$ cat src/mbist_cfg_config.svh
// -----------------------------------------------
// MBIST config block constants
// Register map, reset values, lane and chain sizes
// -----------------------------------------------
`ifndef MBIST_CFG_CONFIG_SVH
`define MBIST_CFG_CONFIG_SVH

// Lane count and serial word length
`define MBIST_LANES      4
`define SER_LEN          32

// Word addresses, taken from byte address bits 4:2
`define ADDR_SCRATCH0    3'd0
`define ADDR_SCRATCH1    3'd1
`define ADDR_CTRL        3'd2
`define ADDR_STATUS      3'd3
`define ADDR_SER_WR      3'd4
`define ADDR_SER_RD      3'd5
`define ADDR_SER_LAST    3'd6

// Register reset values
`define SCRATCH0_RST     32'h4433_2211
`define SCRATCH1_RST     32'hDDCC_BBAA
`define CTRL_RST         32'h0000_0000

`endif

$ cat src/mbist_cfg_pkg.sv
// -----------------------------------------------
// Shared types of the MBIST config register block
// -----------------------------------------------
`default_nettype none

`include "mbist_cfg_config.svh"

package mbist_cfg_pkg;

    // Register bus request, held by master until ack
    typedef struct packed {
        logic        cs;
        logic        wr;
        logic [7:0]  addr;
        logic [31:0] wdata;
        logic [3:0]  be;
    } reg_req_t;

    // Register bus response
    typedef struct packed {
        logic [31:0] rdata;
        logic        ack;
    } reg_rsp_t;

    // One lane nibble of the control word, en in bit 0
    typedef struct packed {
        logic rsvd;
        logic load;
        logic run;
        logic en;
    } bist_lane_ctrl_t;

    // Control word, lane 0 in the lowest nibble
    typedef struct packed {
        logic [3:0]                              ser_sel;
        logic [11:0]                             rsvd;
        bist_lane_ctrl_t [`MBIST_LANES-1:0]      lane;
    } bist_ctrl_t;

    // One status byte, done in bit 0
    typedef struct packed {
        logic [3:0] err_cnt;
        logic       zero;
        logic       correct;
        logic       error;
        logic       done;
    } bist_lane_stat_t;

    // Raw per-lane status inputs
    typedef struct packed {
        logic [`MBIST_LANES-1:0]            done;
        logic [`MBIST_LANES-1:0]            error;
        logic [`MBIST_LANES-1:0]            correct;
        logic [`MBIST_LANES-1:0][3:0]       err_cnt;
    } bist_stat_in_t;

    // Serial link toward the selected chain
    typedef struct packed {
        logic sdi;
        logic shift;
    } ser_link_t;

endpackage

`default_nettype wire

$ cat src/bist_lane_map.sv
// -----------------------------------------------
// Lane steering for the serial link and status word
// -----------------------------------------------
`default_nettype none

`include "mbist_cfg_config.svh"

module bist_lane_map (
    input  mbist_cfg_pkg::bist_ctrl_t     ctrl,
    input  mbist_cfg_pkg::ser_link_t      ser_link,
    output logic                          sdo_mux,
    output logic [`MBIST_LANES-1:0]       bist_sdi,
    output logic [`MBIST_LANES-1:0]       bist_shift,
    output logic [`MBIST_LANES-1:0]       bist_en,
    output logic [`MBIST_LANES-1:0]       bist_run,
    output logic [`MBIST_LANES-1:0]       bist_load,
    input  logic [`MBIST_LANES-1:0]       bist_sdo,
    input  mbist_cfg_pkg::bist_stat_in_t  stat_in,
    output logic [31:0]                   status
);
    import mbist_cfg_pkg::*;

    logic [`MBIST_LANES-1:0]                lane_hit;
    bist_lane_stat_t [`MBIST_LANES-1:0]     lane_stat;

    always_comb begin
        for (int l = 0; l < `MBIST_LANES; l++) begin
            // One-hot lane select, none for values past the last lane
            lane_hit[l]  = (ctrl.ser_sel == 4'(l));
            // Control nibble fan-out
            bist_en[l]   = ctrl.lane[l].en;
            bist_run[l]  = ctrl.lane[l].run;
            bist_load[l] = ctrl.lane[l].load;
            // Status byte packing
            lane_stat[l].err_cnt = stat_in.err_cnt[l];
            lane_stat[l].zero    = 1'b0;
            lane_stat[l].correct = stat_in.correct[l];
            lane_stat[l].error   = stat_in.error[l];
            lane_stat[l].done    = stat_in.done[l];
        end
    end

    // Only the selected lane sees the link
    assign bist_shift = lane_hit & {`MBIST_LANES{ser_link.shift}};
    assign bist_sdi   = lane_hit & {`MBIST_LANES{ser_link.sdi}};
    assign sdo_mux    = |(lane_hit & bist_sdo);

    assign status = lane_stat;

endmodule

`default_nettype wire

$ cat src/bist_serial_shift.sv
// -----------------------------------------------
// Serial shift engine for chain load and unload
// -----------------------------------------------
`default_nettype none

`include "mbist_cfg_config.svh"

module bist_serial_shift (
    input  logic                      mclk,
    input  logic                      reset_n,
    input  logic                      start_wr,
    input  logic                      start_rd,
    input  logic [31:0]               wdata,
    output mbist_cfg_pkg::ser_link_t  ser_link,
    input  logic                      sdo,
    output logic [31:0]               rdata,
    output logic                      done
);
    localparam int CNT_W = $clog2(`SER_LEN);

    logic                  busy;
    logic [CNT_W-1:0]      bit_cnt;
    logic                  done_q;
    logic                  start;
    logic [`SER_LEN-1:0]   shift_q;
    logic [`SER_LEN-1:0]   cap_q;

    // Either request runs the same sequence
    assign start = (start_wr | start_rd) & ~busy;

    // -----------------------------------------------
    // Sequence control
    // -----------------------------------------------
    always_ff @(posedge mclk or negedge reset_n) begin
        if (!reset_n) begin
            busy    <= 1'b0;
            bit_cnt <= '0;
            done_q  <= 1'b0;
        end else begin
            done_q <= 1'b0;
            if (start) begin
                busy    <= 1'b1;
                bit_cnt <= '0;
            end else if (busy) begin
                // Last shift cycle, done follows next cycle
                if (bit_cnt == CNT_W'(`SER_LEN - 1)) begin
                    busy   <= 1'b0;
                    done_q <= 1'b1;
                end else begin
                    bit_cnt <= bit_cnt + 1'b1;
                end
            end
        end
    end

    // -----------------------------------------------
    // Data path
    // -----------------------------------------------
    // Outgoing word, LSB first; a read pushes zeros into the chain
    always_ff @(posedge mclk) begin
        if (start) begin
            shift_q <= start_wr ? wdata : '0;
        end else if (busy) begin
            shift_q <= {1'b0, shift_q[`SER_LEN-1:1]};
        end
    end

    // Capture fills from the top so bit i lands at position i
    always_ff @(posedge mclk or negedge reset_n) begin
        if (!reset_n) begin
            cap_q <= '0;
        end else if (busy) begin
            cap_q <= {sdo, cap_q[`SER_LEN-1:1]};
        end
    end

    // Link is quiet outside the transfer
    assign ser_link.shift = busy;
    assign ser_link.sdi   = busy & shift_q[0];

    assign rdata = cap_q;
    assign done  = done_q;

endmodule

`default_nettype wire

$ cat src/cfg_reg.sv
// -----------------------------------------------
// Byte-enabled config register, any 32-bit payload
// -----------------------------------------------
`default_nettype none

module cfg_reg #(
    parameter type      payload_t = logic [31:0],
    parameter payload_t RST_VAL   = '0
) (
    input  logic        mclk,
    input  logic        reset_n,
    input  logic        wr_en,
    input  logic [3:0]  be,
    input  logic [31:0] wdata,
    output payload_t    q
);
    // Flat storage, payload view on the output
    logic [31:0] data_q;

    always_ff @(posedge mclk or negedge reset_n) begin
        if (!reset_n) begin
            data_q <= RST_VAL;
        end else begin
            // Each lane of the bus updates its own byte
            for (int b = 0; b < 4; b++) begin
                if (wr_en && be[b]) begin
                    data_q[b*8 +: 8] <= wdata[b*8 +: 8];
                end
            end
        end
    end

    assign q = payload_t'(data_q);

endmodule

`default_nettype wire

$ cat src/mbist_cfg_top.sv
// -----------------------------------------------
// MBIST config block top level
// Register decode, config regs, serial engine, lanes
// -----------------------------------------------
`default_nettype none

`include "mbist_cfg_config.svh"

module mbist_cfg_top (
    input  logic                          mclk,
    input  logic                          reset_n,
    input  mbist_cfg_pkg::reg_req_t       reg_req,
    output mbist_cfg_pkg::reg_rsp_t       reg_rsp,
    output logic [`MBIST_LANES-1:0]       bist_en,
    output logic [`MBIST_LANES-1:0]       bist_run,
    output logic [`MBIST_LANES-1:0]       bist_load,
    output logic [`MBIST_LANES-1:0]       bist_sdi,
    output logic [`MBIST_LANES-1:0]       bist_shift,
    input  logic [`MBIST_LANES-1:0]       bist_sdo,
    input  mbist_cfg_pkg::bist_stat_in_t  stat_in
);
    import mbist_cfg_pkg::*;

    // Write strobes from the decoder
    logic        wr_scratch0;
    logic        wr_scratch1;
    logic        wr_ctrl;

    // Register contents
    logic [31:0] scratch0;
    logic [31:0] scratch1;
    bist_ctrl_t  ctrl;
    logic [31:0] status;

    // Serial engine handshake and link
    logic        ser_start_wr;
    logic        ser_start_rd;
    logic        ser_done;
    logic [31:0] ser_rdata;
    ser_link_t   ser_link;
    logic        sdo_mux;

    // -----------------------------------------------
    // Bus decode and read mux
    // -----------------------------------------------
    reg_decode reg_decode_i (
        .mclk         (mclk),
        .reset_n      (reset_n),
        .reg_req      (reg_req),
        .reg_rsp      (reg_rsp),
        .wr_scratch0  (wr_scratch0),
        .wr_scratch1  (wr_scratch1),
        .wr_ctrl      (wr_ctrl),
        .scratch0     (scratch0),
        .scratch1     (scratch1),
        .ctrl         (ctrl),
        .status       (status),
        .ser_start_wr (ser_start_wr),
        .ser_start_rd (ser_start_rd),
        .ser_done     (ser_done),
        .ser_rdata    (ser_rdata)
    );

    // -----------------------------------------------
    // Byte-enabled registers
    // -----------------------------------------------
    cfg_reg #(.payload_t(logic [31:0]), .RST_VAL(`SCRATCH0_RST)) scratch0_i (
        .mclk (mclk), .reset_n (reset_n), .wr_en (wr_scratch0),
        .be (reg_req.be), .wdata (reg_req.wdata), .q (scratch0)
    );

    cfg_reg #(.payload_t(logic [31:0]), .RST_VAL(`SCRATCH1_RST)) scratch1_i (
        .mclk (mclk), .reset_n (reset_n), .wr_en (wr_scratch1),
        .be (reg_req.be), .wdata (reg_req.wdata), .q (scratch1)
    );

    // Control word keeps its struct view
    cfg_reg #(.payload_t(bist_ctrl_t), .RST_VAL(bist_ctrl_t'(`CTRL_RST))) ctrl_i (
        .mclk (mclk), .reset_n (reset_n), .wr_en (wr_ctrl),
        .be (reg_req.be), .wdata (reg_req.wdata), .q (ctrl)
    );

    // -----------------------------------------------
    // Serial chain access
    // -----------------------------------------------
    bist_serial_shift bist_serial_shift_i (
        .mclk     (mclk),
        .reset_n  (reset_n),
        .start_wr (ser_start_wr),
        .start_rd (ser_start_rd),
        .wdata    (reg_req.wdata),
        .ser_link (ser_link),
        .sdo      (sdo_mux),
        .rdata    (ser_rdata),
        .done     (ser_done)
    );

    // Lane steering and status packing
    bist_lane_map bist_lane_map_i (
        .ctrl       (ctrl),
        .ser_link   (ser_link),
        .sdo_mux    (sdo_mux),
        .bist_sdi   (bist_sdi),
        .bist_shift (bist_shift),
        .bist_en    (bist_en),
        .bist_run   (bist_run),
        .bist_load  (bist_load),
        .bist_sdo   (bist_sdo),
        .stat_in    (stat_in),
        .status     (status)
    );

endmodule

`default_nettype wire

$ cat src/reg_decode.sv
// -----------------------------------------------
// Register bus decoder
// Write strobes, serial starts, read data and ack
// -----------------------------------------------
`default_nettype none

`include "mbist_cfg_config.svh"

module reg_decode (
    input  logic                        mclk,
    input  logic                        reset_n,
    input  mbist_cfg_pkg::reg_req_t     reg_req,
    output mbist_cfg_pkg::reg_rsp_t     reg_rsp,
    output logic                        wr_scratch0,
    output logic                        wr_scratch1,
    output logic                        wr_ctrl,
    input  logic [31:0]                 scratch0,
    input  logic [31:0]                 scratch1,
    input  mbist_cfg_pkg::bist_ctrl_t   ctrl,
    input  logic [31:0]                 status,
    output logic                        ser_start_wr,
    output logic                        ser_start_rd,
    input  logic                        ser_done,
    input  logic [31:0]                 ser_rdata
);
    logic [2:0]  word;
    logic        wr_req;
    logic        rd_req;
    logic        cs_q;
    logic        req_rise;
    logic        ser_acc;
    logic        ack_d;
    logic        ack_q;
    logic [31:0] rd_mux;
    logic [31:0] rdata_q;

    // Word address and access kind
    assign word   = reg_req.addr[4:2];
    assign wr_req = reg_req.cs & reg_req.wr;
    assign rd_req = reg_req.cs & ~reg_req.wr;

    // Request edge, one register stage on cs
    always_ff @(posedge mclk or negedge reset_n) begin
        if (!reset_n) begin
            cs_q <= 1'b0;
        end else begin
            cs_q <= reg_req.cs;
        end
    end
    assign req_rise = reg_req.cs & ~cs_q;

    // Plain register writes, blocked while ack is out
    assign wr_scratch0 = wr_req & ~ack_q & (word == `ADDR_SCRATCH0);
    assign wr_scratch1 = wr_req & ~ack_q & (word == `ADDR_SCRATCH1);
    assign wr_ctrl     = wr_req & ~ack_q & (word == `ADDR_CTRL);

    // Serial transfers start once per request
    assign ser_start_wr = req_rise & wr_req & (word == `ADDR_SER_WR);
    assign ser_start_rd = req_rise & rd_req & (word == `ADDR_SER_RD);
    assign ser_acc = (wr_req & (word == `ADDR_SER_WR)) | (rd_req & (word == `ADDR_SER_RD));

    // Read data select, word 4 and 7 read zero
    always_comb begin
        case (word)
            `ADDR_SCRATCH0: rd_mux = scratch0;
            `ADDR_SCRATCH1: rd_mux = scratch1;
            `ADDR_CTRL:     rd_mux = ctrl;
            `ADDR_STATUS:   rd_mux = status;
            `ADDR_SER_RD:   rd_mux = ser_rdata;
            `ADDR_SER_LAST: rd_mux = ser_rdata;
            default:        rd_mux = 32'h0;
        endcase
    end

    // Plain access acks at once, serial waits for the engine
    assign ack_d = ~ack_q & (ser_acc ? ser_done : reg_req.cs);

    always_ff @(posedge mclk or negedge reset_n) begin
        if (!reset_n) begin
            ack_q <= 1'b0;
        end else begin
            ack_q <= ack_d;
        end
    end

    // Writes return zero
    always_ff @(posedge mclk) begin
        if (ack_d) begin
            rdata_q <= reg_req.wr ? 32'h0 : rd_mux;
        end
    end

    assign reg_rsp.rdata = rdata_q;
    assign reg_rsp.ack   = ack_q;

endmodule

`default_nettype wire
$ cat config.mk
export PLATFORM = sky130hd
export DESIGN_NAME = mbist_cfg_top
export DESIGN_NICKNAME = d
export VERILOG_FILES = /design/src/mbist_cfg_pkg.sv /design/src/bist_lane_map.sv /design/src/bist_serial_shift.sv /design/src/cfg_reg.sv /design/src/mbist_cfg_top.sv /design/src/reg_decode.sv
export VERILOG_INCLUDE_DIRS = /design/src /design/src/src
export SDC_FILE = /design/constraint.sdc
export NUM_CORES = 1
export LEC_CHECK = 0
export ABC_AREA = 1
export BUFFER_PORTS_ARGS = -buffer_cell sky130_fd_sc_hd__clkbuf_2
export CAP_MARGIN = 40
export CORE_UTILIZATION = 58
export DETAILED_ROUTE_END_ITERATION = 10
export PLACE_DENSITY = 0.76
export SETUP_SLACK_MARGIN = 0.4
export SYNTH_ARGS = -nofsm -noshare
export SYNTH_HDL_FRONTEND = slang
export SYNTH_HIERARCHICAL = 1
export SYNTH_SLANG_ARGS = --single-unit
$ cat constraint.sdc
create_clock -name mclk -period 3.8 [get_ports mclk]
set_clock_uncertainty 0.2 [all_clocks]
set_input_delay 0.19 -clock mclk [delete_from_list [all_inputs] [get_ports mclk]]
set_output_delay 0.19 -clock mclk [all_outputs]
set_load 0.1 [all_outputs]
### Word-level counts from Yosys, hierarchy flattened

Index checks and enable logic that the tools add are counted.

| storage, ports and cells | value |
|---|---|
| logic and storage cells | 89 |
| flip-flop bits (word level) | 201 |
| output and inout bits | 53 |
| bits of input ports | 80 |

| cells by class | value |
|---|---|
| reduce and logical (&&, ||, !) cells | 18 |
| muxes and demuxes | 14 |
| bitwise gates (word level) | 25 |
| equality and inequality tests | 11 |
| add/subtract/negate cells | 1 |

Operators by type and width:

| operator | number |
|---|---|
| $pmux W32 S5 | 1 |
| $mux W32 | 3 |
| $and A1 B1 Y1 | 16 |
| $mux W5 | 3 |
| $and A4 B4 Y4 | 3 |
| $logic_and A1 B1 Y1 | 12 |
| $eq A3 B3 Y1 const B | 3 |
| $eq A4 B2 Y1 const B | 2 |
| $mux W1 | 7 |
| $eq A3 B2 Y1 const B | 2 |
| $add A5 B1 Y5 const B | 1 |
| $eq A5 B5 Y1 const B | 1 |
| $eq A4 B1 Y1 const B | 1 |
| $logic_not A4 Y1 | 1 |
| $not A1 Y1 | 4 |
| $reduce_or A4 Y1 | 1 |
| $eq A3 B1 Y1 const B | 1 |
| $logic_not A3 Y1 | 1 |
| $ne A2 B1 Y1 const B | 1 |
| $or A1 B1 Y1 | 2 |
| $reduce_and A2 Y1 | 1 |
| $reduce_bool A2 Y1 | 1 |
| $reduce_or A2 Y1 | 1 |

### Depth between registers and ports, before layout

| depth | value |
|---|---|
| word-level depth | 8 |
| depth in mapped cells | 10 |
| gate-level depth less buffers | 8 |

### By module

The synthesis kept the hierarchy.

Modules (own cells, without submodules):

| module | area an instance (um^2) | instances | sequential area each (um^2) | cells each |
|---|---|---|---|---|
| bist_serial_shift | 3,026.7 | 1 | 1,936.9 | 316 |
| reg_decode | 2,723.9 | 1 | 1,011.0 | 388 |
| cfg_reg (scratch1_i) | 1,316.3 | 1 | 825.8 | 140 |
| cfg_reg (scratch0_i) | 1,303.8 | 1 | 813.3 | 140 |
| cfg_reg (ctrl_i) | 1,291.2 | 1 | 800.8 | 140 |
| bist_lane_map | 457.9 | 1 | 0.0 | 76 |

### Least setup slack after synthesis

No wires, ideal clock.

| path | value |
|---|---|
| kind | input to register |
| start | in reg_req[40] (netlist bit) |
| end | reg reg_decode_i.rdata_q[0], enable pin |
| setup time | 0.433 ns |
| slack | 0.902 ns |
| buffers on the path | 1 |
| required time | 3.167 ns |
| data arrival time | 2.264 ns |
| stages | 6 |
| cells stage by stage | inv_1 buf_2 nor2_1 nand3b_1 nand2_1 a21oi_1 |

| between the ends | value |
|---|---|
| cells in the longest elaborated chain, start to end | 5 |
| elaborated cells between the ends (all ways) | 7 |
| classes of those cells | 2 x eq/ne; 1 x mux; 4 x bitwise |

Ends and longest elaborated chain:

| element | line | text |
|---|---|---|
| start, declared | mbist_cfg_top.sv:12 | `input mbist_cfg_pkg::reg_req_t reg_req,` |
| $eq A3 B3 Y1 (no source line) | -- |  |
| $and A1 B1 Y1 | reg_decode.sv:60 | `` assign ser_acc = (wr_req & (word == `ADDR_SER_WR)) \| (rd_req & (word == `ADDR_SER_RD)); `` |
| $or A1 B1 Y1 (*) | reg_decode.sv:60 |  |
| $mux W1 (*) | reg_decode.sv:76 | `assign ack_d = ~ack_q & (ser_acc ? ser_done : reg_req.cs);` |
| $and A1 B1 Y1 (*) | reg_decode.sv:76 |  |
| net reg_decode_i.ack_d | reg_decode.sv:32 | `logic ack_d;` |
| end signal, assigned | reg_decode.sv:89 | `rdata_q <= reg_req.wr ? 32'h0 : rd_mux;` |
| end, declared | reg_decode.sv:35 | `logic [31:0] rdata_q;` |

The timed path passes the listed nets; every way through them passes the cells marked *.
A chain may end at the register's enable or synchronous reset.

### Worst setup path in the final report

| path | value |
|---|---|
| start | in reg_req[38] (netlist bit) |
| end | reg ctrl_i.data_q[31] (netlist: ctrl_i/q[31]) |

| between the ends | value |
|---|---|
| cells in the longest elaborated chain, start to end | 3 |

Ends and longest elaborated chain:

| element | line | text |
|---|---|---|
| $eq A3 B2 Y1 (no source line) | -- |  |
| $and A1 B1 Y1 | reg_decode.sv:55 | `` assign wr_ctrl = wr_req & ~ack_q & (word == `ADDR_CTRL); `` |
| net wr_ctrl | mbist_cfg_top.sv:27 | `logic wr_ctrl;` |
| $logic_and A1 B1 Y1 | cfg_reg.sv:26 | `if (wr_en && be[b]) begin` |
| end signal, assigned by index | cfg_reg.sv:27 | `data_q[b*8 +: 8] <= wdata[b*8 +: 8];` |
| end, declared | cfg_reg.sv:18 | `logic [31:0] data_q;` |

The timed path passes the listed nets, and every way through them passes these cells.

==> results.py <==
metrics = {
    "run_status": {
        "status": "finished, final reports clean",
    },
    "routing": {
        "totalWireLength_mm": 24.9,
        "wl_per_cell_um": 16.5,
        "first_pass_iters": 7,
        "drt-initial-drc-count": 814,
        "drtAntennaViolNets": 0,
        "vias": 8516,
        "via_per_inst": 5.64,
        "drc": 0,
    },
    "pwr": {
        "p_sw_mw": 2.39,
        "p_clk_share_pct": 30.1,
        "p_int_mw": 4.59,
        "p_total_mw": 6.98,
        "max-vdd-ir-drop_v": 0.000432,
        "seqPwrFrac_pct": 45.5,
        "pwr-share-comb_pct": 24.4,
        "leakage_nw": 5.71,
        "swShare_pct": 34.2,
        "p_per_area_nw_per_um2": 609,
    },
    "worst_setup_path": {
        "startpoint_type": "primary input",
        "end_kind": "register",
        "crit_required_ns": 3.97,
        "path_class": "primary input to register",
        "path_max_fanout": 37,
        "crit_arrival_ns": 2.57,
    },
    "placed_design": {
        "pre_cts_slack_ns": 0.989,
        "dp_hpwl_mm": 16.2,
        "place.gp.congestion": 0.836,
        "placed_cells": 1434,
        "numPortBuffers": 127,
    },
    "clocking": {
        "clk_path_buf_depth": 3,
        "clk_pin_slew_ns": 0.06,
        "cts_setup_buffers": 0,
        "root_buffer": "clkbuf_16",
        "cts_made_buffers": 22,
        "cts.sinks": 201,
        "cts_tree": "yes",
        "clock_latency_ns": 0.50,
        "cts_max_level": 1,
    },
    "layout": {
        "syn_to_final_growth_pct": 13.3,
        "diodes": 0,
        "fill_cells": 1400,
        "finalNonFillerCells": 1511,
        "nets": 1357,
        "drive_gt1_share_pct": 18.1,
        "fin_util_pct": 68.1,
    },
    "floorplan": {
        "design.core.area_sq_um": 16800,
        "ios": 133,
        "die_h_um": 134,
        "initial_core_util_pct": 60.2,
        "die_area_sq_um": 18000,
        "core.rowCount": 47,
        "die_x_um": 134,
    },
    "yosys": {
        "synth_compound_area_share_pct": 2.00,
        "synthAdderAreaFrac_pct": 0.247,
        "yosys.area_share.simple_pct": 35.0,
        "postSynthCellCount": 1200,
        "synth_xor_area_share_pct": 0,
        "synth_top_family_by_area": "simple AND/OR/NAND/NOR gates",
        "synth_area_sq_um": 10100,
        "synth_seq_cells": 201,
        "yosysSeqAreaShare_pct": 53.2,
        "synth_mux_area_share_pct": 0,
        "avgSynthCellArea_sq_um": 8.43,
        "ys.warnings.count": 6,
        "synth_cell_type_count": 29,
    },
    "sta": {
        "rsz0062_at_grt": "no",
        "tightest_slew_ns": 0.755,
        "fmax_mhz": 416,
        "period_needed_ns": 2.40,
        "slew_violations": 0,
        "hold_violations": 0,
        "postLayoutSetupSlackWorst_ns": 1.40,
        "setup_tns_ns": 0,
        "slew_headroom_pct": 49.7,
        "period_share_pct": 63.2,
        "setup_viol": 0,
    },
    "global_routing": {
        "grt_overflow": 0,
        "grtUsageTotal_pct": 28.0,
        "grt_max_degree": 82,
        "grt_antenna_before_repair": 0,
        "grt_pass1_wl_mm": 39.7,
        "first_global_vias": 7435,
    },
    "min_path": {
        "hold_class": "primary input to register",
    },
    "run": {
        "drv_cap": 0,
    },
}
## through the flow
step	hold slack, ns	instance area [sq um]
after global routing	0.0475	11500
final	0.0190	11500
after floorplan	-0.306	10100
after detailed placement	0.0337	10400
after CTS	0.00466	11500
after global placement	0.0201	10300
## sequential cells by signal (all words and copies together), names as in the netlist
name / flops
reg_decode_i/cs_q: 1
bist_serial_shift_i/done: 1
scratch1_i/q: 32
ctrl_i/q: 32
scratch0_i/q: 32
bist_serial_shift_i/bit_cnt: 5
reg_decode_i/rdata_q: 32
bist_serial_shift_i/rdata: 32
bist_serial_shift_i/shift_q: 32
bist_serial_shift_i/busy: 1
reg_decode_i/ack_q: 1
## power by group through the flow
stage	registers [mW]	logic [mW]	clock network, mW
4_1_cts	3.17	1.71	2.12
6_report	3.18	1.70	2.10
3_5_place_dp	3.20	1.67	0
2_1_floorplan	3.32	1.23	0
3_3_place_gp	3.19	1.63	0
5_1_grt	3.24	1.88	2.22
## synth_stat cells
cell type	n	area (sq um)
nand4_1	98	613
nor3_1	2	10.0
o21ai_0	4	20.0
nor2_2	1	6.26
inv_6	1	8.76
dfstp_2	30	788
buf_1	4	15.0
nand2_2	12	75.1
nor2_1	51	191
a21oi_1	33	165
a21oi_2	1	8.76
nand3_1	172	861
buf_2	46	230
nor4_1	1	6.26
edfxtp_1	64	1920
inv_2	2	7.51
nor2_8	1	20.0
inv_1	17	63.8
clkbuf_1	14	52.6
nand3b_1	1	7.51
dfrtp_1	107	2680
ha_1	2	25.0
conb_1	1	3.75
o21ai_2	1	8.76
and3_1	1	6.26
or2_0	1	6.26
buf_4	52	390
buf_6	17	191
nand2_1	463	1740
## layout by cell type, fill, tap and decap left out, types with 2 or more instances in the layout
cell and instances:
nor2_2 3, conb_1 4, dlygate4sd3_1 37, ha_1 2
clkinv_2 3, inv_2 2, nand2_1 463, clkbuf_16 23
a21oi_1 32, clkbuf_2 126, clkbuf_8 9, clkbuf_1 6
nand2_2 12, nor3_2 2, nand4_1 98, buf_4 16
dfstp_2 30, nand3_1 172, o21ai_0 4, edfxtp_1 64
dfrtp_1 107, inv_1 16, nor2_1 49
## worst max-delay path: stages
cell and delay, ns:
clkbuf_2 0.40, inv_2 0.65, nand2_1 0.21, nor3_2 0.24, buf_4 0.42, nand2_2 0.21
nand2_1 0.13, nand2_1 0.08
## worst paths after layout
check                                    startpoint                              end  slack [ns]  depth (start not counted)
min in group asynchronous                   reset_n                      ctrl_i/q[9]        0.04                          2
max in group asynchronous                   reset_n                 scratch1_i/q[19]        2.39                          3
hold reg to reg                    scratch1_i/q[24]                 scratch1_i/q[24]        0.26                          2
setup reg to reg           bist_serial_shift_i/busy  bist_serial_shift_i/shift_q[28]        1.65                          4
setup / recovery                        reg_req[38]                     ctrl_i/q[31]        1.40                          8
hold / removal                          stat_in[10]         reg_decode_i/rdata_q[22]        0.02                          5
## kinds of logic (layout without fill, tap and decap cells)
group	after synthesis	count (layout)
flops	201	201
compound gates	39	39
other cells	1	4
simple gates	804	804
fa+ha+maj	2	2
buf+inv	153	241
## layout make-up
class	instances	area, sq um	area share (%)
repair buffers	181	1170	10.2
inverters	20	81.3	0.710
well taps	220	275	2.40
multi-input cells	849	3820	33.3
clock buffers	38	722	6.30
flip-flops and latches	201	5390	47.0
clock inverters	2	10.0	0.0873
## timing repair
item,4_1_cts,5_1_grt
resized for setup,0,0
setup endpoints to repair,0,0
endpoints found under the hold margin,197,0
hold buffers,37,0
## layer usage
layer | GRT usage, % | vias up | routed length [um]
met5 | 0 | - | 0
met4 | 6.87 | 0 | 429
met3 | 3.89 | 44 | 2110
met2 | 39.8 | 394 | 10800
met1 | 45.0 | 3949 | 11600
li1 | - | 4129 | -
(Power assumes the default switching activity.)
